==> src/logic/core_pkg.sv <==
package core_pkg;

    localparam int xlen       = 32;
    localparam int num_regs   = 16;
    localparam int dmem_words = 256;
    localparam int dmem_aw    = $clog2(dmem_words);

    localparam logic [xlen-1:0] reset_pc = 32'h0000_0000;
    // addi x0, x0, 0
    localparam logic [xlen-1:0] nop_inst = 32'h0000_0013;

    // major opcodes, inst[6:0]
    localparam logic [6:0] opc_lui    = 7'b0110111;
    localparam logic [6:0] opc_auipc  = 7'b0010111;
    localparam logic [6:0] opc_jal    = 7'b1101111;
    localparam logic [6:0] opc_jalr   = 7'b1100111;
    localparam logic [6:0] opc_branch = 7'b1100011;
    localparam logic [6:0] opc_load   = 7'b0000011;
    localparam logic [6:0] opc_store  = 7'b0100011;
    localparam logic [6:0] opc_op_imm = 7'b0010011;
    localparam logic [6:0] opc_op     = 7'b0110011;

    typedef enum logic [4:0] {
        op_add, op_sub, op_and, op_or, op_xor, op_slt, op_sltu, op_sll, op_srl, op_sra,
        op_lui, op_auipc, op_jal, op_jalr,
        op_beq, op_bne, op_blt, op_bge, op_bltu, op_bgeu,
        op_load, op_store, op_nop
    } op_e;

    // order matches funct3[1:0] of loads and stores
    typedef enum logic [1:0] {
        sz_byte, sz_half, sz_word
    } size_e;

    typedef struct packed {
        op_e             op;
        logic            use_imm;
        logic [3:0]      rs1;
        logic [3:0]      rs2;
        logic [3:0]      rd;
        logic            reg_write;
        logic [xlen-1:0] imm;
        size_e           size;
        logic            load_unsigned;
    } decoded_t;

    typedef struct packed {
        logic            valid;
        logic [xlen-1:0] pc;
        logic            reg_write;
        logic [3:0]      rd;
        logic [xlen-1:0] value;
    } retire_t;

endpackage

==> src/logic/fetch_unit.sv <==
`timescale 1ns/1ps

module fetch_unit import core_pkg::*; (
    input  logic            clk,
    input  logic            arst_n,
    input  logic            next_valid,
    input  logic [xlen-1:0] imem_data,
    output logic [xlen-1:0] inst,
    output logic            inst_valid
);

    // instruction register, loaded when the pc unit hands over a new pc
    always_ff @(posedge clk or negedge arst_n) begin
        if (!arst_n) begin
            inst       <= nop_inst;
            inst_valid <= 1'b0;
        end else begin
            inst_valid <= next_valid;
            if (next_valid) begin
                inst <= imem_data;
            end
        end
    end

endmodule

==> config.mk <==
export PLATFORM = sky130hd
export DESIGN_NAME = fetch_unit
export DESIGN_NICKNAME = d
export VERILOG_FILES = /design/src/logic/core_pkg.sv /design/src/logic/fetch_unit.sv
export SDC_FILE = /design/constraint.sdc
export NUM_CORES = 1
export LEC_CHECK = 0
export BUFFER_PORTS_ARGS = -buffer_cell sky130_fd_sc_hd__buf_2
export CAP_MARGIN = 20
export CELL_PAD_IN_SITES_DETAIL_PLACEMENT = 0
export CELL_PAD_IN_SITES_GLOBAL_PLACEMENT = 1
export CORE_ASPECT_RATIO = 0.7
export CORE_UTILIZATION = 36
export CTS_CLUSTER_DIAMETER = 100
export CTS_CLUSTER_SIZE = 20
export DETAILED_ROUTE_END_ITERATION = 10
export PLACE_DENSITY = 0.91
export SKIP_LAST_GASP = 1
export SYNTH_ARGS = -nofsm -noshare
export SYNTH_HDL_FRONTEND = slang
export SYNTH_SLANG_ARGS = --single-unit
==> constraint.sdc <==
create_clock -name clk -period 0.8 [get_ports clk]
set_input_delay 0.04 -clock clk [delete_from_list [all_inputs] [get_ports clk]]
set_output_delay 0.04 -clock clk [all_outputs]
set_load 0.005 [all_outputs]
# After elaboration in Yosys (flattened, before gate mapping)
# Cells that the tools add are included.
[totals]
reg_bits = 33
in_bits = 35
output_inout_bits = 33
wordCells = 2

# Depth between registers and ports, before layout
[depth]
ltp_word = 0
depth_mapped = 3
ltp_nobuf = 1

# Worst setup path after synthesis
# Ideal clock, no wire load.
[synth_path]
kind = "register -> register"
start = "reg, netlist name inst[10]"
end = "reg inst[10]"
setup_ns = 0.125
required_time_ns = 0.675
path_buffers = 0
path_stages_with_launch = 2
setup_slack_ns = 0.052
period_less_slack_ns = 0.748
arrival_ns = 0.623
path_cell_list = "dfrtp_1 > mux2_4"
[synth_lines]
columns = ["item", "line", "source"]
rows = [
  ["end signal, assigned", "fetch_unit.sv:15", "inst <= nop_inst;"],
  ["end signal, assigned", "fetch_unit.sv:20", "inst <= imem_data;"],
  ["end, declared", "fetch_unit.sv:8", "output logic [xlen-1:0] inst,"],
]

# Final worst setup path
[layout_path]
start = "reg inst[0]"
end = "out inst[0]"
# No word-level cell between the ends.

==> results.py <==
metrics = {
    "timing": {
        "slew_viol_final": 0,
        "timing.final.crit_share_pct": 116.9,
        "skew_ps": 0,
        "timing.slew.headroom_pct": 88.22,
        "holdWs_ps": 8.967,
        "finalHoldViolations": 0,
        "timing.fmax_ghz": 1.069,
        "min_period_ps": 935.4,
        "final-setup-viol-count": 35,
        "rsz0062_at_grt": "yes",
        "worst_slew_pin_slew_ps": 176.6,
        "setup_ws_ps": -135.4,
    },
    "layout": {
        "layout-drive-gt1-share_pct": 65.90,
        "layout_common_cells": "66 x buf_2, 30 x mux2_4, 30 x dfrtp_1",
        "layout.nets": 208,
        "final_common_cell": "buf_2",
        "syn_to_final_growth_pct": 57.10,
        "design_area_um2": 2158,
        "antennaDiodeCount": 0,
        "layout.cells.non_filler": 223,
    },
    "die": {
        "initial_core_util_pct": 38.36,
        "fp.dieW_um": 75.84,
        "core_area_um2": 3581,
        "die_h_um": 53.69,
        "io-pin-count": 68,
        "die-area_um2": 4071,
        "rows": 18,
    },
    "synthesis": {
        "yosysSeqAreaShare_pct": 60.38,
        "synth_seq_cells": 33,
        "ys_top_cells_by_area": "dfrtp_1 55%, mux2_4 33%, dfstp_2 5.7%, buf_12 4.4%, mux2_2 1.6%",
        "syn_area_um2": 1374,
        "synth_cell_types": 6,
        "syn-num-nets": 104,
        "synthCells": 69,
        "syn_area_per_cell_um2": 19.91,
        "synth.largest_area_cell": "dfrtp_1",
        "yosysWarnings": 0,
        "netlist.area_leader.share_pct": 54.64,
    },
    "clock_tree": {
        "cts.path.max_buffers": 2,
        "cts.sinks": 33,
        "cts_buffers": 5,
        "htree_levels": 2,
        "cts_tree": "done",
        "clk_latency_ps": 270,
        "root_buffer": "clkbuf_8",
        "clkTransAtPathRegs_ps": 60,
    },
    "routing": {
        "wl_um": 2960,
        "first_pass_iters": 4,
        "vias": 935,
        "drc": 0,
        "routedWlPerCell_um": 13.27,
        "drtIter0Drc": 11,
        "ant_nets": 0,
        "viasPerCell": 4.193,
    },
    "worst_hold_path": {
        "holdCritPathClass": "input port to flop",
    },
    "worst_setup_path": {
        "critical_path_buf_inv_count": 1,
        "critPathKind": "flop to primary output",
        "slowest_stage": "dfstp_2",
        "required_ps": 760,
        "cp-start-kind": "flop",
        "path_max_fanout": 2,
        "worstPathArrival_ps": 900,
        "crit_chain": "buf_2",
        "cpPeakStageDelay_ps": 520,
        "path_delay_family": "flip-flops",
        "cp-end-kind": "primary output",
    },
    "grt": {
        "track_usage_pct": 15.05,
        "grt_max_degree": 34,
        "grt_pass1_vias": 925,
        "grt-ovfl-total": 0,
        "antenna_found_initial": 0,
        "grt_pass1_wl_um": 4264,
    },
    "power_and_ir_drop": {
        "p_per_area_nw_per_um2": 1824,
        "vdd_ir_drop_max_mv": 0.9320,
        "leakagePower_nw": 1.116,
    },
    "placed_design": {
        "gp_congestion": 0.5947,
        "dpl-instance-area_um2": 1760,
        "dp.cells": 185,
        "pre_cts_ws_ps": -49.74,
        "port_buffers": 67,
    },
    "run": {
        "cap_viol_max_count": 0,
    },
    "outcome": {
        "violations": "setup timing",
        "status": "finished, violations left",
    },
}
==> synth_stat cells <==
cell,n
dfstp_2,3
buf_12,3
mux2_2,2
buf_6,1
mux2_4,30
dfrtp_1,30
==> power breakdown <==
part	switching (W)	internal, W
Sequential	0.0000920	0.00185
Combinational	0.000250	0.000539
Clock	0.000527	0.000681
==> layer usage <==
layer / global-route usage (%) / part of all wire (%) / vias to the layer above
met1: 18.59 / 44 / 445
met5: 0 / 0 / -
met4: 6.481 / 0.95 / 0
met2: 23.60 / 48 / 44
met3: 5.805 / 7.6 / 5
li1: - / - / 441
==> stage by stage <==
| step | setup TNS, ps | power [W] | utilization [%] |
|---|---|---|---|
| 2_1_floorplan | 0 | 0.002306 | - |
| 3_3_place_gp | -0.4698 | 0.002596 | 49.16 |
| 3_5_place_dp | -531.7 | 0.002615 | 49.16 |
| 4_1_cts | -1348 | 0.003960 | 59.15 |
| 5_1_grt | -2226 | 0.004142 | 60.27 |
| 6_report | -980.4 | 0.003936 | 60.27 |
==> final cells by class <==
class / instances / area (um^2)
well taps: 50 / 62.56
repair buffers: 101 / 706.9
flip-flops and latches: 33 / 829.5
multi-input cells: 32 / 473.0
fillers: 285 / 1423
clock buffers: 7 / 86.33
==> flip-flops by register name, summed over array words and instances (netlist names) <==
| register | cells |
|---|---|
| inst | 32 |
| inst_valid | 1 |
==> logic make-up after synthesis <==
group / share of synthesized area, %
muxes: 34.43
buffers and inverters: 5.191
DFF: 60.38
==> timing repair <==
action	CTS	global route
hold buffers	25	3
pin swaps	0	0
endpoints found under the hold margin	57	3
buffers inserted	2	1
resized for setup	1	1
setup endpoints to repair	32	36
==> worst paths after layout <==
check | from | to | cells past startpoint | slack, ps
worst max-delay path | inst[0] | inst[0] | 1 | -140
worst min-delay path | imem_data[3] | inst[3] | 2 | 9
worst max register to register | inst[4] | inst[4] | 2 | -20
worst min register to register | inst[5] | inst[5] | 1 | 510
max in group asynchronous | arst_n | inst[0] | 3 | 290
min in group asynchronous | arst_n | inst_valid | 3 | 260
Note: power is estimated with default switching activity, not from simulation.
