File: src/logic/core_pkg.sv
package core_pkg;

    localparam int xlen       = 32;
    localparam int num_regs   = 16;
    localparam int dmem_words = 256;
    localparam int dmem_aw    = $clog2(dmem_words);

    localparam logic [xlen-1:0] reset_pc = 32'h0000_0000;
    // addi x0, x0, 0
    localparam logic [xlen-1:0] nop_inst = 32'h0000_0013;

    // major opcodes, inst[6:0]
    localparam logic [6:0] opc_lui    = 7'b0110111;
    localparam logic [6:0] opc_auipc  = 7'b0010111;
    localparam logic [6:0] opc_jal    = 7'b1101111;
    localparam logic [6:0] opc_jalr   = 7'b1100111;
    localparam logic [6:0] opc_branch = 7'b1100011;
    localparam logic [6:0] opc_load   = 7'b0000011;
    localparam logic [6:0] opc_store  = 7'b0100011;
    localparam logic [6:0] opc_op_imm = 7'b0010011;
    localparam logic [6:0] opc_op     = 7'b0110011;

    typedef enum logic [4:0] {
        op_add, op_sub, op_and, op_or, op_xor, op_slt, op_sltu, op_sll, op_srl, op_sra,
        op_lui, op_auipc, op_jal, op_jalr,
        op_beq, op_bne, op_blt, op_bge, op_bltu, op_bgeu,
        op_load, op_store, op_nop
    } op_e;

    // order matches funct3[1:0] of loads and stores
    typedef enum logic [1:0] {
        sz_byte, sz_half, sz_word
    } size_e;

    typedef struct packed {
        op_e             op;
        logic            use_imm;
        logic [3:0]      rs1;
        logic [3:0]      rs2;
        logic [3:0]      rd;
        logic            reg_write;
        logic [xlen-1:0] imm;
        size_e           size;
        logic            load_unsigned;
    } decoded_t;

    typedef struct packed {
        logic            valid;
        logic [xlen-1:0] pc;
        logic            reg_write;
        logic [3:0]      rd;
        logic [xlen-1:0] value;
    } retire_t;

endpackage

File: src/logic/exec_unit.sv
`timescale 1ns/1ps

module exec_unit import core_pkg::*; (
    input  decoded_t        dec,
    input  logic [xlen-1:0] rs1_data,
    input  logic [xlen-1:0] rs2_data,
    input  logic [xlen-1:0] pc,
    output logic [xlen-1:0] result,
    output logic            taken
);

    logic [xlen-1:0] opb;
    logic [4:0]      shamt;

    assign opb   = dec.use_imm ? dec.imm : rs2_data;
    assign shamt = opb[4:0];

    always_comb begin
        case (dec.op)
            op_sub:   result = rs1_data - opb;
            op_and:   result = rs1_data & opb;
            op_or:    result = rs1_data | opb;
            op_xor:   result = rs1_data ^ opb;
            op_slt:   result = {31'b0, $signed(rs1_data) < $signed(opb)};
            op_sltu:  result = {31'b0, rs1_data < opb};
            op_sll:   result = rs1_data << shamt;
            op_srl:   result = rs1_data >> shamt;
            op_sra:   result = $unsigned($signed(rs1_data) >>> shamt);
            op_lui:   result = dec.imm;
            op_auipc: result = pc + dec.imm;
            // add, and the effective address of loads and stores
            default:  result = rs1_data + opb;
        endcase
    end

    // branches compare the two registers directly
    always_comb begin
        case (dec.op)
            op_beq:          taken = rs1_data == rs2_data;
            op_bne:          taken = rs1_data != rs2_data;
            op_blt:          taken = $signed(rs1_data) < $signed(rs2_data);
            op_bge:          taken = $signed(rs1_data) >= $signed(rs2_data);
            op_bltu:         taken = rs1_data < rs2_data;
            op_bgeu:         taken = rs1_data >= rs2_data;
            op_jal, op_jalr: taken = 1'b1;
            default:         taken = 1'b0;
        endcase
    end

endmodule

File: config.mk
export PLATFORM = sky130hd
export DESIGN_NAME = exec_unit
export DESIGN_NICKNAME = d
export VERILOG_FILES = /design/src/logic/core_pkg.sv /design/src/logic/exec_unit.sv
export SDC_FILE = /design/constraint.sdc
export NUM_CORES = 1
export LEC_CHECK = 0
export BUFFER_PORTS_ARGS = -buffer_cell sky130_fd_sc_hd__buf_2
export CAP_MARGIN = 20
export CORE_MARGIN = 5
export CORE_UTILIZATION = 50
export DETAILED_ROUTE_END_ITERATION = 8
export PLACE_DENSITY_LB_ADDON = 0.12
export SYNTH_ARGS = -nofsm -noshare
export SYNTH_HDL_FRONTEND = slang
export SYNTH_SLANG_ARGS = --single-unit
File: constraint.sdc
create_clock -name vclk -period 7
set_input_delay 1.05 -clock vclk [all_inputs]
set_output_delay 1.05 -clock vclk [all_outputs]
set_load 0.1 [all_outputs]
# == After elaboration in Yosys (flattened, before gate mapping) ==
# Cells that the tools add are included.
# classes
add_sub_neg,3
n_lt_le_gt_ge,6
eq_ne,21
shifts,3
n_mux,3
n_bitwise,3
reduce_logical,1
# ops
operator,count
32-bit one-hot mux with 11 select lines,1
32-bit < comparator,4
32-bit adder,2
32-bit greater-or-equal comparator,2
"5-bit by 4-bit equality test with 1-bit output, second input constant",8
32-bit bitwise AND,1
32-bit equality test,1
32-bit two-way mux,1
32-bit inequality test,1
32-bit bitwise OR,1
32-bit by 5-bit left shift with 32-bit output,1
32-bit by 5-bit right shift with 32-bit output,1
32-bit by 5-bit >>> shifter with 32-bit output,1
32-bit subtractor,1
32-bit bitwise XOR,1
"5-bit by 3-bit equality test with 1-bit output, second input constant",4
"5-bit equality test, second input constant",4
"5-bit by 2-bit equality test with 1-bit output, second input constant",2
1-bit one-hot mux with 7 select lines,1
"5-bit by 1-bit equality test with 1-bit output, second input constant",1
2-bit OR reduction,1
# word_totals
reg_bits,0
input_bits,150
output_inout_bits,33

# == Longest topological paths before layout ==
# logic_depth
word_depth,3
depth_mapped,18
ltp_nobuf,14

# == Worst setup path before layout ==
# No wires, ideal clock.
# synth_path
path_kind,input-to-output
from,input port rs2_data[25]
to,output port taken
arrival_ns,6.088
setup_slack_ns,-0.138
path_stages,10
n_path_buf,0
path_cell_list,inv_1 -> ha_1 -> a21o_1 -> a21o_1 -> a211o_1 -> o211ai_1 -> a21oi_1 -> a2111oi_0 -> a21oi_1 -> o311ai_0
# synth_via
elab_chain_cells,2
elab_cells_between_ends,7
# synth_lines
item,line,rtl
"start, declared",exec_unit.sv:6,"input logic [xlen-1:0] rs2_data,"
32-bit greater-or-equal comparator (tied with other cells),exec_unit.sv:44,op_bgeu: taken = rs1_data >= rs2_data;
1-bit one-hot mux with 7 select lines (*),exec_unit.sv:38,case (dec.op)
"end, declared",exec_unit.sv:9,output logic taken
# Mark *: on every way between the ends. The rest lies on a longest branch, timed or not.

# == Final worst setup path ==
# layout_path
from,input port dec[48] (netlist bit)
to,output port result[26]
# layout_via
elab_chain_cells,3
elab_cells_between_ends,10
# layout_lines
item,line,rtl
"start, declared",exec_unit.sv:4,"input decoded_t dec,"
32-bit two-way mux (*),exec_unit.sv:15,assign opb = dec.use_imm ? dec.imm : rs2_data;
32-bit adder (tied with other cells),exec_unit.sv:32,default: result = rs1_data + opb;
32-bit one-hot mux with 11 select lines (*),exec_unit.sv:19,case (dec.op)
"end, declared",exec_unit.sv:8,"output logic [xlen-1:0] result,"
# Marks and branches as above.

==> summary.txt <==
Power
  • Switching share of power: 0.672
  • Max VDD drop: between 0.0001 and 0.00015 V
  • Leak: 6.51 nW
  • Sequential power share: 0
  • Power Dens Cells: approximately 130 nW/um^2
  • Internal: 0.588 mW
  • Combinational fraction of design power: 1.000
  • Clock share of power: 0
  • Psw: between 1 and 1.5 mW

Route
  • Routed wire length: just under 60000 um
  • Initial DRT Pass Iterations: 6
  • DRC Markers: 0
  • Via count: 15700
  • DR vias/cell: ~7
  • Number of routed nets with antenna violations: 0
  • Routed len/inst: 26.1 um
  • Initial DRC count: around 2600

Global routing
  • Antenna violations before repair: 0
  • Tot GR Track Use: 0.386
  • First-pass GRT wire length: 86900 um
  • Number of global-route vias before repair: 14200
  • Largest net degree at the start of global routing: 64
  • Grt total ovfl: 0

Timing
  • Ratio of final minimum period to clock period: 0.934
  • Final hold viol count: 0
  • Fmax: 0.153 GHz
  • Worst slew pin tran: between 1 and 1.5 ns
  • Hold slack final: 2.75 ns
  • Unrepaired setup endpoints after global routing: no
  • Sum Neg Setup Slack: 0 ns
  • Setup Viol. Count Final: 0
  • Final Slew Violations: 0
  • Rel. slew slack: 0.236
  • Min Tclk post-route: 6.54 ns

Place
  • Buffers on Ports: 167
  • Final Wtd Congestion: 1.08
  • Placed Cells: 2254
  • Post-DP HPWL: 46900 um

Layout
  • Final Util: 0.567
  • Fill cell count: 2458
  • Nets: 2268
  • Reg area: 0 um^2
  • Clkbuf count: 0
  • N_diodes: 0
  • Finished Layout Cells: around 2300
  • Synth-to-Final Area Change: 11.0%
  • Layout cells sized above 1: 0.132
  • Seq cells: 0

Setup path
  • WP data required: roughly 6 ns
  • CP endpoint kind: output port
  • CP Launch Type: input port
  • Kind of critical path: input port to output port
  • Crit path arrival time: about 5.5 ns
  • CP Max Fanout: 5

Clock tree
  • # resized after CTS: 0
  • Post-CTS Setup Bufs: 0
  • # hold bufs at CTS: 0

Outcome
  • Status: finished clean

Logic synthesis
  • Post-synth top area cell: ha_1
  • Synthesized area: 12500 um^2
  • Largest cells by area after synthesis: ha_1 (18%), mux2i_1 (13%), a21oi_1 (6.1%)
  • Yosys Warn Count: 0
  • Mapped Nets: 2173
  • Synth Instances: 1837
  • Yosys top cell area share: 0.183
  • Post-synth cell types: 89
  • Mean Syn Cell Area: between 6 and 7 um^2
  • Dominant cell by count in the synthesized netlist: ha_1
  • Sequential share of the synthesized area: 0
  • Top cells by count, synth: ha_1 (183), nand2_1 (166), nor2_1 (161)

Job
  • Max cap viols: 0

Floorplanning
  • Chip Width: about 170 um
  • Core Box Area: 24500 um^2
  • Die Y-Extent: 168 um
  • Initial Utilization: 0.511
  • Std-Cell Rows: 57
  • I/O pins: 183
  • Die ar.: approximately 28000 um^2

Hold path
  • Worst min-delay path category: input port to output port
area by class of cell:
| cell class | count | area (um^2) | area share |
|---|---|---|---|
| Inverter | 133 | 504 | 0.0364 |
| Multi-Input combinational cell | 1595 | 11500 | 0.832 |
| Tap cell | 324 | 405 | 0.0292 |
| Timing Repair Buffer | 202 | 1430 | 0.103 |
power groups by stage:
stage | Sequential [mW] | Combinational (mW) | Clock (mW)
after CTS | 0 | 1.74 | 0
after detailed placement | 0 | 1.73 | 0
after global placement | 0 | 1.72 | 0
after floorplan | 0 | 1.20 | 0
after global routing | 0 | 1.88 | 0
final | 0 | 1.79 | 0
layout by cell type, fill, tap and decap left out, types with 38 or more instances in the layout:
master,netlist,routed
o21ai_0,117,117
nand3_1,46,46
nor2_1,161,161
nand2_1,166,166
a21oi_1,153,153
mux2i_1,156,154
buf_2,17,146
o21a_1,39,39
o22ai_1,38,38
ha_1,183,183
inv_1,130,129
worst paths after layout:
kind | start | endpoint | slack, ns | cells after the start
setup / recovery | dec[48] | result[26] | 0.46 | 16
hold / removal | dec[53] | taken | 2.75 | 4
stage by stage:
step | total power [mW] | cell area [um^2] | setup slack (ns)
floorplan | 1.20 | 12500 | 0.0280
global placement | 1.72 | 13900 | 0.695
detailed placement | 1.73 | 13900 | 0.638
CTS | 1.74 | 13900 | 0.623
global route | 1.88 | 13900 | 0.347
finish | 1.79 | 13900 | 0.463
routing by layer:
metal  track usage  up-vias  part of all wire
li1              -     7026                 -
met3        0.0917      130              0.14
met5             0        -                 0
met2         0.558     1122              0.40
met4         0.106        0             0.037
met1         0.569     7434              0.42
worst max-delay path: stages:
cell      delay [ns]
buf_2           0.14
mux2i_4         0.19
inv_2           0.08
ha_1            0.35
inv_1           0.11
fa_1            0.44
nand2b_1        0.19
a21oi_1         0.32
o21ai_0         0.26
o221ai_1        0.48
a31oi_1         0.30
o31ai_1         0.57
xnor2_1         0.18
o221ai_1        0.15
or3_1           0.36
buf_2           0.30
logic make-up (layout without fill, tap and decap cells):
kind of cell | Yosys count | count (layout) | share of synthesized area
xor+xnor | 51 | 51 | 0.0358
simple gates | 554 | 554 | 0.209
mux | 173 | 173 | 0.148
buf+inv | 242 | 335 | 0.0803
compound gates | 631 | 631 | 0.340
fa+ha+maj | 186 | 186 | 0.188
(Power assumes the default switching activity.)
