### src/logic/core_pkg.sv
package core_pkg;

    localparam int xlen       = 32;
    localparam int num_regs   = 16;
    localparam int dmem_words = 256;
    localparam int dmem_aw    = $clog2(dmem_words);

    localparam logic [xlen-1:0] reset_pc = 32'h0000_0000;
    // addi x0, x0, 0
    localparam logic [xlen-1:0] nop_inst = 32'h0000_0013;

    // major opcodes, inst[6:0]
    localparam logic [6:0] opc_lui    = 7'b0110111;
    localparam logic [6:0] opc_auipc  = 7'b0010111;
    localparam logic [6:0] opc_jal    = 7'b1101111;
    localparam logic [6:0] opc_jalr   = 7'b1100111;
    localparam logic [6:0] opc_branch = 7'b1100011;
    localparam logic [6:0] opc_load   = 7'b0000011;
    localparam logic [6:0] opc_store  = 7'b0100011;
    localparam logic [6:0] opc_op_imm = 7'b0010011;
    localparam logic [6:0] opc_op     = 7'b0110011;

    typedef enum logic [4:0] {
        op_add, op_sub, op_and, op_or, op_xor, op_slt, op_sltu, op_sll, op_srl, op_sra,
        op_lui, op_auipc, op_jal, op_jalr,
        op_beq, op_bne, op_blt, op_bge, op_bltu, op_bgeu,
        op_load, op_store, op_nop
    } op_e;

    // order matches funct3[1:0] of loads and stores
    typedef enum logic [1:0] {
        sz_byte, sz_half, sz_word
    } size_e;

    typedef struct packed {
        op_e             op;
        logic            use_imm;
        logic [3:0]      rs1;
        logic [3:0]      rs2;
        logic [3:0]      rd;
        logic            reg_write;
        logic [xlen-1:0] imm;
        size_e           size;
        logic            load_unsigned;
    } decoded_t;

    typedef struct packed {
        logic            valid;
        logic [xlen-1:0] pc;
        logic            reg_write;
        logic [3:0]      rd;
        logic [xlen-1:0] value;
    } retire_t;

endpackage

### src/logic/reg_file.sv
`timescale 1ns/1ps

module reg_file import core_pkg::*; (
    input  logic            clk,
    input  logic            arst_n,
    input  logic            wen,
    input  logic [3:0]      waddr,
    input  logic [xlen-1:0] wdata,
    input  logic [3:0]      raddr1,
    input  logic [3:0]      raddr2,
    output logic [xlen-1:0] rdata1,
    output logic [xlen-1:0] rdata2
);

    logic [xlen-1:0] regs [num_regs];

    always_ff @(posedge clk or negedge arst_n) begin
        if (!arst_n) begin
            for (int i = 0; i < num_regs; i++) begin
                regs[i] <= '0;
            end
        end else if (wen && waddr != 4'd0) begin
            regs[waddr] <= wdata;
        end
    end

    assign rdata1 = regs[raddr1];
    assign rdata2 = regs[raddr2];

endmodule

### config.mk
export PLATFORM = sky130hd
export DESIGN_NAME = reg_file
export DESIGN_NICKNAME = d
export VERILOG_FILES = /design/src/logic/core_pkg.sv /design/src/logic/reg_file.sv
export SDC_FILE = /design/constraint.sdc
export NUM_CORES = 1
export LEC_CHECK = 0
export BUFFER_PORTS_ARGS = -buffer_cell sky130_fd_sc_hd__buf_2
export CAP_MARGIN = 20
export CELL_PAD_IN_SITES_DETAIL_PLACEMENT = 0
export CELL_PAD_IN_SITES_GLOBAL_PLACEMENT = 1
export CORE_UTILIZATION = 35
export DETAILED_ROUTE_END_ITERATION = 10
export GPL_TIMING_DRIVEN = 0
export PLACE_DENSITY_LB_ADDON = 0.1
export SETUP_SLACK_MARGIN = 0.05
export SLEW_MARGIN = 20
export SYNTH_ARGS = -nofsm -noshare
export SYNTH_HDL_FRONTEND = slang
export SYNTH_SLANG_ARGS = --single-unit
### constraint.sdc
create_clock -name clk -period 2.92 [get_ports clk]
set_input_delay 0.584 -clock clk [delete_from_list [all_inputs] [get_ports clk]]
set_output_delay 0.584 -clock clk [all_outputs]
set_load 0.005 [all_outputs]
-- Word-level counts from Yosys, hierarchy flattened
Cells that the tools add are included.
- register bits: 512
- input port bits: 47
- logic and storage cells: 35
- magnitude comparators: 4
- mux-type cells: 9
- bitwise logic cells: 3
- reductions and logical operators: 3
- operator list (kind ; number):
    $bwmux 512 ; 1
    $bmux 32 s4 ; 2
    $mux 32 ; 5
    $demux 32 s4 ; 1
    $ge 5x5->1 const B ; 3
    $not 4->5 ; 3
    $lt 5x1->1 const B ; 1
    $reduce_bool 4->1 ; 1
    $logic_and 1x1->1 ; 2

-- Depth between registers and ports, before layout
- word-level depth: 6
- mapped depth: 5
- mapped depth without buffers: 3

-- Worst setup path after synthesis
Ideal clock, no wire load.
- kind: input to output
- from: in raddr1[0]
- to: out rdata1[11]
- arrival time: 1813 ps
- required time: 2336 ps
- setup slack: 523 ps
- stages on the path: 5
- path buffers: 2
- cells stage by stage: buf_4 > buf_2 > mux4_2 > a22oi_1 > nand2_1
- longest elaborated chain between the ends: 4
- ends and longest elaborated chain (what ; RTL line ; source):
    start: declaration ; reg_file.sv:9 ; input logic [3:0] raddr1,
    $not 4->5 (implied by the code) ; reg_file.sv:27 ; assign rdata1 = regs[raddr1];
    $bmux 32 s4 ; reg_file.sv:27 ;
    $mux 32 (implied by the code) (2 in series) ; reg_file.sv:27 ;
    end: declaration ; reg_file.sv:11 ; output logic [xlen-1:0] rdata1,
No other way between the ends. The select of a mux whose other input is x is not followed.

-- Worst setup path in the final report
- from: in raddr2[1]
- to: out rdata2[31]
- longest elaborated chain between the ends: 4
- ends and longest elaborated chain (what ; RTL line ; source):
    start: declaration ; reg_file.sv:10 ; input logic [3:0] raddr2,
    $not 4->5 (implied by the code) ; reg_file.sv:28 ; assign rdata2 = regs[raddr2];
    $bmux 32 s4 ; reg_file.sv:28 ;
    $mux 32 (implied by the code) (2 in series) ; reg_file.sv:28 ;
    end: declaration ; reg_file.sv:12 ; output logic [xlen-1:0] rdata2
No other way between the ends. The select of a mux whose other input is x is not followed.

==> impl_metrics.env <==
export IMPL_grt_pass1_wl_um=130000
export IMPL_finClkSkew_ps=0
export IMPL_dr_pass1_iters=6
export IMPL_cellLeakagePower_uw=0.0129
export IMPL_via_count=16500
export IMPL_finalSetupViolations=1
export IMPL_p_int_uw=16000
export IMPL_powerDensity_nw_per_um2=721
export IMPL_pwr_share_comb_pct=22.2
export IMPL_grt_overflow_total=0
export IMPL_wirelength_um=90800
export IMPL_tns_ps=-7.12
export IMPL_die_area_sq_um=76100
export IMPL_status="complete, but fails checks"
export IMPL_fin_crit_sh_pct=100
export IMPL_hold_class="in2async"
export IMPL_port_buffers=106
export IMPL_relSlewSlack_pct=50.4
export IMPL_grt_usage_pct=24.5
export IMPL_rsz0062_at_grt="true"
export IMPL_finalHoldWorstSlack_ps=-12.5
export IMPL_regArea_sq_um=12800
export IMPL_route_detailed_drc=0
export IMPL_viasPerCell=5.77
export IMPL_netlist_top_cells_area="dfrtp_1 (49%), mux4_2 (22%), mux2_2 (20%)"
export IMPL_switching_share_pct=27.8
export IMPL_cp_max_fo=10
export IMPL_gp_congestion=0.791
export IMPL_slowest_stage="clkbuf_4"
export IMPL_rr_endpoint="regs[98]"
export IMPL_antenna_left=0
export IMPL_ys_seq_area_share_pct=48.8
export IMPL_worstPathRequired_ps=2340
export IMPL_synth_yosys_warnings=0
export IMPL_worst_pin_slew_ps=744
export IMPL_max_clock_path_buffers=3
export IMPL_insertion_delay_ps=620
export IMPL_power_uw=22100
export IMPL_timing_rr_start="regs[98]"
export IMPL_ios=111
export IMPL_synthCells=1670
export IMPL_layout_drive_gt1_share_pct=56.7
export IMPL_top_regs="regs: 512 flops"
export IMPL_post_cts_hold_buffer_count=0
export IMPL_area_growth_pct=16.6
export IMPL_cts_sinks=512
export IMPL_numCtsBuffers=60
export IMPL_syn_avg_cell_area_sq_um=15.7
export IMPL_slowest_delay_ps=410
export IMPL_grt_max_degree=94
export IMPL_largest_reg_flops=512
export IMPL_top_register="regs"
export IMPL_htreeDepth=2
export IMPL_syn_area_sq_um=26300
export IMPL_maxSlewViolCount=0
export IMPL_synth_top_area_share_pct=48.8
export IMPL_post_cts_buffers=0
export IMPL_yosys_cell_types_count=20
export IMPL_clkPwrFrac_pct=33.7
export IMPL_cts_tree="built"
export IMPL_crit_chain="clkbuf_2 > clkbuf_4 > mux4_2 > a22oi_1 > nand2_1 > buf_2"
export IMPL_antenna_found_initial=9
export IMPL_yosys_register_bits=512
export IMPL_cp_arrival_ps=2340
export IMPL_cts_root_buf="clkbuf_16"
export IMPL_r2r_cells=1
export IMPL_finalHoldViolations=5
export IMPL_p_seq_share_pct=44.1
export IMPL_min_period_ps=2930
export IMPL_layout_nets=1893
export IMPL_dieHeight_um=276
export IMPL_clk_pin_slew_ps=60
export IMPL_multi_input_area_sq_um=12600
export IMPL_core_sq_um=74300
export IMPL_p_sw_uw=6140
export IMPL_ir_drop_v=0.000510
export IMPL_grt_pass1_vias=17300
export IMPL_fillCellCount=6893
export IMPL_drt_iter0_drc=1246
export IMPL_avgRoutedWirePerCell_um=31.7
export IMPL_end_kind="output pin"
export IMPL_row_count=100
export IMPL_start_util_pct=35.3
export IMPL_rrSetupSlack_ps=2100
export IMPL_die_w_um=276
export IMPL_dpl_hpwl_um=59500
export IMPL_max_freq_mhz=342
export IMPL_syn_num_nets=1717
export IMPL_crit_type="in2out"
export IMPL_violations="hold timing, setup timing"
export IMPL_fin_ws_ps=-7.12
export IMPL_yosysTopAreaCell="dfrtp_1"
export IMPL_cap_violations=0
export IMPL_start_kind="primary input"
layout by cell type (no fill, tap or decap), drive strengths merged:
cell type and count:
dfrtp 512, nand2b 3, and3 1, and2 2, buf 201, mux4 256
nand3b 3, nand3 1, or3 3, nor2 11, clkinvlp 1, inv 2
a22oi 128, mux2 480, clkinv 5, nand2 65, nor3b 1, clkbuf 210
bufinv 1, diode 6, nor2b 4
layout make-up:
type | count | share of cell area (%)
clock buffer | 97 | 6.01
timing repair buffer | 114 | 2.36
antenna | 6 | 0.0490
tap | 969 | 3.96
clock inverter | 9 | 0.261
buffer | 200 | 4.24
multi-input combinational | 958 | 41.3
sequential | 512 | 41.8
cells by family after synthesis:
group                  synth area share, %
AO/OA/AOI/OAI                         3.66
buffers and inverters                 3.47
flip-flops                            48.8
AND/OR/NAND/NOR                       1.55
multiplexers                          42.5
synth_stat cells:
master,instances
dfrtp_1,512
mux2_2,462
mux4_2,256
a22oi_1,128
clkbuf_1,120
buf_2,68
nand2_1,65
mux2_1,18
nor2_1,11
buf_6,9
nor2b_1,4
nand2b_1,3
nand3b_1,3
or3_1,3
and2_1,2
buf_4,2
and3_1,1
buf_1,1
nand3_1,1
nor3b_2,1
how the worst max path moves through the flow:
stage          startpoint         end  cells after the start
3_3_place_gp       arst_n   regs[150]                      1
2_1_floorplan   raddr1[0]  rdata1[11]                      5
3_5_place_dp    raddr2[1]   rdata2[5]                      6
6_report        raddr2[1]  rdata2[31]                      6
4_1_cts         raddr2[0]  rdata2[30]                      6
5_1_grt         raddr2[1]   rdata2[9]                      6
stage by stage:
step	hold slack, ps	setup WS, ps	area, sq um	std cells	utilization (%)
after floorplan	288	523	26300	1670	-
after global placement	454	-9800	28000	2745	37.7
after detailed placement	464	-774	28200	2753	38.0
after CTS	4.59	28.2	30500	2859	41.1
after global routing	37.3	15.3	30600	2862	41.2
final	-12.5	-7.12	30600	2865	41.2
timing repair:
| action | CTS | global route |
|---|---|---|
| pin swaps | 3 | 2 |
| resized for setup | 138 | 35 |
| endpoints found under the setup margin | 64 | 42 |
power by group through the flow:
stage | clock network (uW) | logic, uW | registers (uW)
2_1_floorplan | 0 | 3470 | 9460
3_3_place_gp | 0 | 4710 | 9720
3_5_place_dp | 0 | 4830 | 9840
4_1_cts | 7650 | 4930 | 9720
5_1_grt | 7920 | 5260 | 9970
6_report | 7450 | 4900 | 9740
critical path, delay by kind of cell:
family / cells / cell delay, ps
multiplexers: 1 / 370
AND/OR/NAND/NOR: 1 / 200
AO/OA/AOI/OAI: 1 / 300
buffers and inverters: 3 / 870
metal layers:
layer	up-vias	GRT usage (%)	routed length (um)
li1	6837	-	-
met4	8	8.02	2730
met5	-	0	53
met1	9034	35.2	40700
met3	151	5.74	6210
met2	488	36.5	41100
Power figures use the tool's default switching activity.
