===== src/logic/core_pkg.sv =====
package core_pkg;

    localparam int xlen       = 32;
    localparam int num_regs   = 16;
    localparam int dmem_words = 256;
    localparam int dmem_aw    = $clog2(dmem_words);

    localparam logic [xlen-1:0] reset_pc = 32'h0000_0000;
    // addi x0, x0, 0
    localparam logic [xlen-1:0] nop_inst = 32'h0000_0013;

    // major opcodes, inst[6:0]
    localparam logic [6:0] opc_lui    = 7'b0110111;
    localparam logic [6:0] opc_auipc  = 7'b0010111;
    localparam logic [6:0] opc_jal    = 7'b1101111;
    localparam logic [6:0] opc_jalr   = 7'b1100111;
    localparam logic [6:0] opc_branch = 7'b1100011;
    localparam logic [6:0] opc_load   = 7'b0000011;
    localparam logic [6:0] opc_store  = 7'b0100011;
    localparam logic [6:0] opc_op_imm = 7'b0010011;
    localparam logic [6:0] opc_op     = 7'b0110011;

    typedef enum logic [4:0] {
        op_add, op_sub, op_and, op_or, op_xor, op_slt, op_sltu, op_sll, op_srl, op_sra,
        op_lui, op_auipc, op_jal, op_jalr,
        op_beq, op_bne, op_blt, op_bge, op_bltu, op_bgeu,
        op_load, op_store, op_nop
    } op_e;

    // order matches funct3[1:0] of loads and stores
    typedef enum logic [1:0] {
        sz_byte, sz_half, sz_word
    } size_e;

    typedef struct packed {
        op_e             op;
        logic            use_imm;
        logic [3:0]      rs1;
        logic [3:0]      rs2;
        logic [3:0]      rd;
        logic            reg_write;
        logic [xlen-1:0] imm;
        size_e           size;
        logic            load_unsigned;
    } decoded_t;

    typedef struct packed {
        logic            valid;
        logic [xlen-1:0] pc;
        logic            reg_write;
        logic [3:0]      rd;
        logic [xlen-1:0] value;
    } retire_t;

endpackage


===== src/logic/decode_unit.sv =====
`timescale 1ns/1ps

module decode_unit import core_pkg::*; (
    input  logic [xlen-1:0] inst,
    output decoded_t        dec
);

    logic [6:0]      opcode;
    logic [2:0]      f3;
    logic [6:0]      f7;
    logic [xlen-1:0] imm_i;
    logic [xlen-1:0] imm_s;
    logic [xlen-1:0] imm_b;
    logic [xlen-1:0] imm_u;
    logic [xlen-1:0] imm_j;
    logic            regs_hi;

    assign opcode = inst[6:0];
    assign f3     = inst[14:12];
    assign f7     = inst[31:25];

    assign imm_i = {{20{inst[31]}}, inst[31:20]};
    assign imm_s = {{20{inst[31]}}, inst[31:25], inst[11:7]};
    assign imm_b = {{19{inst[31]}}, inst[31], inst[7], inst[30:25], inst[11:8], 1'b0};
    assign imm_u = {inst[31:12], 12'b0};
    assign imm_j = {{11{inst[31]}}, inst[31], inst[19:12], inst[20], inst[30:21], 1'b0};

    // funct3 to alu operation, alt selects sub / sra
    function automatic op_e alu_op(input logic [2:0] fn, input logic alt);
        case (fn)
            3'd0:    return alt ? op_sub : op_add;
            3'd1:    return op_sll;
            3'd2:    return op_slt;
            3'd3:    return op_sltu;
            3'd4:    return op_xor;
            3'd5:    return alt ? op_sra : op_srl;
            3'd6:    return op_or;
            default: return op_and;
        endcase
    endfunction

    always_comb begin
        dec               = '0;
        dec.op            = op_nop;
        dec.rs1           = inst[18:15];
        dec.rs2           = inst[23:20];
        dec.rd            = inst[10:7];
        dec.size          = size_e'(f3[1:0]);
        dec.load_unsigned = f3[2];
        regs_hi           = 1'b0;
        case (opcode)
            opc_op: begin
                if (f7 == 7'b0 || (f7 == 7'b0100000 && (f3 == 3'd0 || f3 == 3'd5))) begin
                    dec.op = alu_op(f3, inst[30]);
                end
                regs_hi = inst[24] | inst[19] | inst[11];
            end
            opc_op_imm: begin
                dec.use_imm = 1'b1;
                dec.imm     = imm_i;
                if (f3 == 3'd1) begin
                    if (f7 == 7'b0) dec.op = op_sll;
                end else if (f3 == 3'd5) begin
                    if (f7 == 7'b0 || f7 == 7'b0100000) dec.op = alu_op(f3, inst[30]);
                end else begin
                    // no subtract with an immediate
                    dec.op = alu_op(f3, 1'b0);
                end
                regs_hi = inst[19] | inst[11];
            end
            opc_lui: begin
                dec.op  = op_lui;
                dec.imm = imm_u;
                regs_hi = inst[11];
            end
            opc_auipc: begin
                dec.op  = op_auipc;
                dec.imm = imm_u;
                regs_hi = inst[11];
            end
            opc_jal: begin
                dec.op  = op_jal;
                dec.imm = imm_j;
                regs_hi = inst[11];
            end
            opc_jalr: begin
                if (f3 == 3'd0) dec.op = op_jalr;
                dec.use_imm = 1'b1;
                dec.imm     = imm_i;
                regs_hi     = inst[19] | inst[11];
            end
            opc_branch: begin
                case (f3)
                    3'd0:    dec.op = op_beq;
                    3'd1:    dec.op = op_bne;
                    3'd4:    dec.op = op_blt;
                    3'd5:    dec.op = op_bge;
                    3'd6:    dec.op = op_bltu;
                    3'd7:    dec.op = op_bgeu;
                    default: dec.op = op_nop;
                endcase
                dec.imm = imm_b;
                regs_hi = inst[24] | inst[19];
            end
            opc_load: begin
                if (f3 != 3'd3 && f3 != 3'd6 && f3 != 3'd7) dec.op = op_load;
                dec.use_imm = 1'b1;
                dec.imm     = imm_i;
                regs_hi     = inst[19] | inst[11];
            end
            opc_store: begin
                if (f3 <= 3'd2) dec.op = op_store;
                dec.use_imm = 1'b1;
                dec.imm     = imm_s;
                regs_hi     = inst[24] | inst[19];
            end
            default: dec.op = op_nop;
        endcase
        // x16..x31 do not exist on rv32e
        if (regs_hi) begin
            dec.op = op_nop;
        end
        dec.reg_write = !(dec.op inside {op_store, op_nop, op_beq, op_bne,
                                         op_blt, op_bge, op_bltu, op_bgeu});
    end

endmodule


===== config.mk =====
export PLATFORM = sky130hd
export DESIGN_NAME = decode_unit
export DESIGN_NICKNAME = d
export VERILOG_FILES = /design/src/logic/core_pkg.sv /design/src/logic/decode_unit.sv
export SDC_FILE = /design/constraint.sdc
export NUM_CORES = 1
export LEC_CHECK = 0
export BUFFER_PORTS_ARGS = -buffer_cell sky130_fd_sc_hd__clkbuf_2
export CAP_MARGIN = 20
export CORE_ASPECT_RATIO = 2
export CORE_MARGIN = 3
export CORE_UTILIZATION = 40
export DETAILED_ROUTE_END_ITERATION = 12
export PLACE_DENSITY = 0.83
export SYNTH_ARGS = -nofsm -noshare
export SYNTH_HDL_FRONTEND = slang
export SYNTH_SLANG_ARGS = --single-unit

===== constraint.sdc =====
create_clock -name vclk -period 5.1
set_input_delay 0.765 -clock vclk [all_inputs]
set_output_delay 0.765 -clock vclk [all_outputs]
set_load 0.02 [all_outputs]

Word level (Yosys, flattened, before mapping)
Index checks and enable logic that the tools add are counted.

Magnitude comparators: 1. Equality and inequality tests: 28. Muxes and demuxes: 18. Bitwise logic cells: 3. Reduce and logical (&&, ||, !) cells: 15.

Operators by type and width (number): case mux 32 bit (5 select lines) (1); case mux 5 bit (9 select lines) (1); two-way mux 5 bit (7); equality test 5 bit, second input constant (6); case mux 5 bit (6 select lines) (1); equality test 7 x 6 -> 1 bit, second input constant (4); case mux 4 bit (7 select lines) (1); equality test 7 bit, second input constant (3); case mux 3 bit (5 select lines) (1); equality test 7 x 5 -> 1 bit, second input constant (2); equality test 3 bit, second input constant (4); equality test 5 x 4 -> 1 bit, second input constant (2); nonzero test 8 bit (1); equality test 7 x 2 -> 1 bit, second input constant (1); logical NOT 7 bit (1); equality test 3 x 2 -> 1 bit, second input constant (2); != test 3 bit, second input constant (2); OR reduction 3 bit (2); two-way mux 2 bit (2); case mux 1 bit (4 select lines) (1); OR reduction 2 bit (2); OR reduction 4 bit (1); equality test 3 x 1 -> 1 bit, second input constant (1); less-or-equal comparator 3 x 2 -> 1 bit, second input constant (1); other kinds (7) (15).

Register bits after elaboration: 0. Input bits: 32. Output and inout port bits: 54. Word-level logic and storage cells: 65.

Depth between registers and ports, before layout
Depth after elaboration: 10. Mapped depth: 8. Gate-level depth less buffers: 6.

Least setup slack after synthesis
OpenSTA, ideal clock, no wires.

Kind: input-to-output. Start point: input port inst[2]. End point: output port dec[35] (netlist bit). Arrival time: 2.865 ns. Required time: 4.335 ns. Path slack: 1.470 ns. Cell stages on the path: 7. Buffers on the path: 1. Cells stage by stage: clkbuf_2 -> or3_1 -> a31oi_1 -> nor3_1 -> a2111o_1 -> or4_4 -> o2bb2ai_1.

RTL lines: start, declared (RTL line decode_unit.sv:4) `input logic [xlen-1:0] inst,`; end, declared (RTL line decode_unit.sv:5) `output decoded_t dec`.

==> summary.txt <==
Global routing
  – First-pass GRT wire length: 5844 um
  – Antenna violations before repair: 0
  – Total GRT Usage: 0.2081
  – Pin count of the biggest net entering global routing: 16
  – Grt ovf: 0
  – Number of global-route vias before repair: 1,367

Detailed routing
  – DR pass1 iterations: 4
  – Vias per inst: 5.830
  – Via count: 1,475
  – DRC: 0
  – DRT antenna net count: 0
  – Initial DRC count: 31
  – Drt wl/cell: 14.32 um
  – Drt total wl: 3623 um

Finish
  – Most frequent cells in the layout: clkbuf_2, a21o_1, nand2_1
  – # diodes: 0
  – Commonest non-fill, non-tap cell in the layout: clkbuf_2
  – Proportion of layout cells with a drive suffix above 1: 0.4159
  – Nets@finish: 260
  – Area grow syn2layout: 30.57%
  – Sequential cell area: 0 sq um
  – Clk_buf instances: 0
  – Final instance count without filler cells: 253
  – Num sequential: 0

Synthesis
  – Mapped Cells: 163
  – Post-Synthesis Cell Area: 1040 sq um
  – Synth Net Count: 195
  – Mean area per synthesized cell: 6.379 sq um
  – Unique masters post-synth: 48
  – Yosys Warn Count: 0
  – Sequential element share of the synthesized area: 0

STA
  – F_max: 252.1 MHz
  – Fin Setup TNS: 0 ns
  – Final number of setup-violating endpoints: 0
  – Post-layout min period: 3.967 ns
  – Final Slew Violations: 0
  – Worst-Margin Slew: 1.043 ns
  – Max-slew headroom: 0.2995
  – Final period util: 0.7778
  – RSZ-0062 raised after global routing: false
  – Final hold vios: 0

Floorplan
  – Ports: 86
  – Die width: 42.05 um
  – Initial Utilization: 0.4317
  – Die H: 78.10 um
  – CORE AREA: 2409 sq um
  – Die Footprint: 3284 sq um
  – FP Rows: 25

Power and ir drop
  – Static Leak: 0.8339 nW
  – PwrDens: 64.71 nW/um^2
  – Peak VDD IR: 0.04341 mV

Run status
  – Status: complete, no violations

Setup path
  – CP Capture Type: primary output
  – Worst EP arrival: 3.20 ns
  – Critical path fanouts, max: 11
  – Critical path launch point type: input port
  – Worst path required time: 4.34 ns
  – WS Path Type: in2out

Clock tree
  – Hold buffer count at CTS: 0
  – Post-CTS Setup Repair Bufs: 0
  – PostCTS Resize Cnt: 0

Place
  – Final Wtd Congestion: 0.9446
  – Hpwl dp: 3131 um
  – Inst Count DP: 253
  – # port buffers: 86

Hold path
  – Min-Delay Path Class: in2out

Run
  – Max Cap Viol: 0
==> per-stage QoR <==
stage                     hold slack (ns)  power, mW  instance area (sq um)  utilization  setup WS (ns)
after global placement              1.762    0.08718                   1358       0.5636          1.220
after floorplan                     1.643    0.06019                   1040            -          1.470
after global routing                1.769    0.09599                   1358       0.5636         0.9747
after CTS                           1.762    0.08791                   1358       0.5636          1.200
after detailed placement            1.762    0.08764                   1358       0.5636          1.207
final                               1.761    0.08785                   1358       0.5636          1.133
==> area by class of cell <==
class / instances / area, sq um
inverters: 4 / 15.01
repair buffers: 86 / 430.4
well taps: 27 / 33.78
multi-input cells: 136 / 878.3
fillers: 255 / 1051
==> routing by layer <==
| metal | track usage | wire length (um) |
|---|---|---|
| met2 | 0.4301 | 2045 |
| met1 | 0.2041 | 1218 |
| met5 | 0 | 0 |
| met4 | 0.06542 | 127 |
| met3 | 0.01835 | 232 |
==> Yosys cell counts, types with 3 or more instances <==
| master | count | area (sq um) |
|---|---|---|
| a211oi_1 | 3 | 22.52 |
| a21o_1 | 20 | 150.1 |
| a21oi_1 | 5 | 25.02 |
| a22o_1 | 4 | 35.03 |
| and4b_1 | 3 | 30.03 |
| buf_4 | 15 | 112.6 |
| clkbuf_1 | 5 | 18.77 |
| inv_1 | 3 | 11.26 |
| nand2_1 | 13 | 48.80 |
| nand2b_1 | 3 | 18.77 |
| nand3_1 | 5 | 25.02 |
| nor2_1 | 12 | 45.04 |
| nor2b_1 | 10 | 62.56 |
| nor3_1 | 7 | 35.03 |
| o21ai_0 | 8 | 40.04 |
| or2_2 | 3 | 18.77 |
| or3_1 | 4 | 25.02 |
==> where the power goes <==
part           internal [mW]  switching, mW  leakage [nW]
logic                 0.0330         0.0549         0.834
clock network              0              0             0
registers                  0              0             0
==> critical path, cell delays in order <==
cell,delay [ns]
clkbuf_2,0.12
nand3b_1,0.29
nor3_1,0.79
nor2_1,0.30
nor2b_1,0.63
a21o_1,0.14
clkbuf_2,0.16
==> final timing paths <==
check                 from      end  slack (ns)  depth (start not counted)
setup / recovery   inst[3]  dec[24]        1.13                          7
hold / removal    inst[18]  dec[47]        1.76                          2
==> logic make-up after synthesis <==
group | synth area share
simple gates | 0.4128
buf+inv | 0.1552
xor+xnor | 0.02528
compound gates | 0.4067
Note: power is estimated with default switching activity, not from simulation.
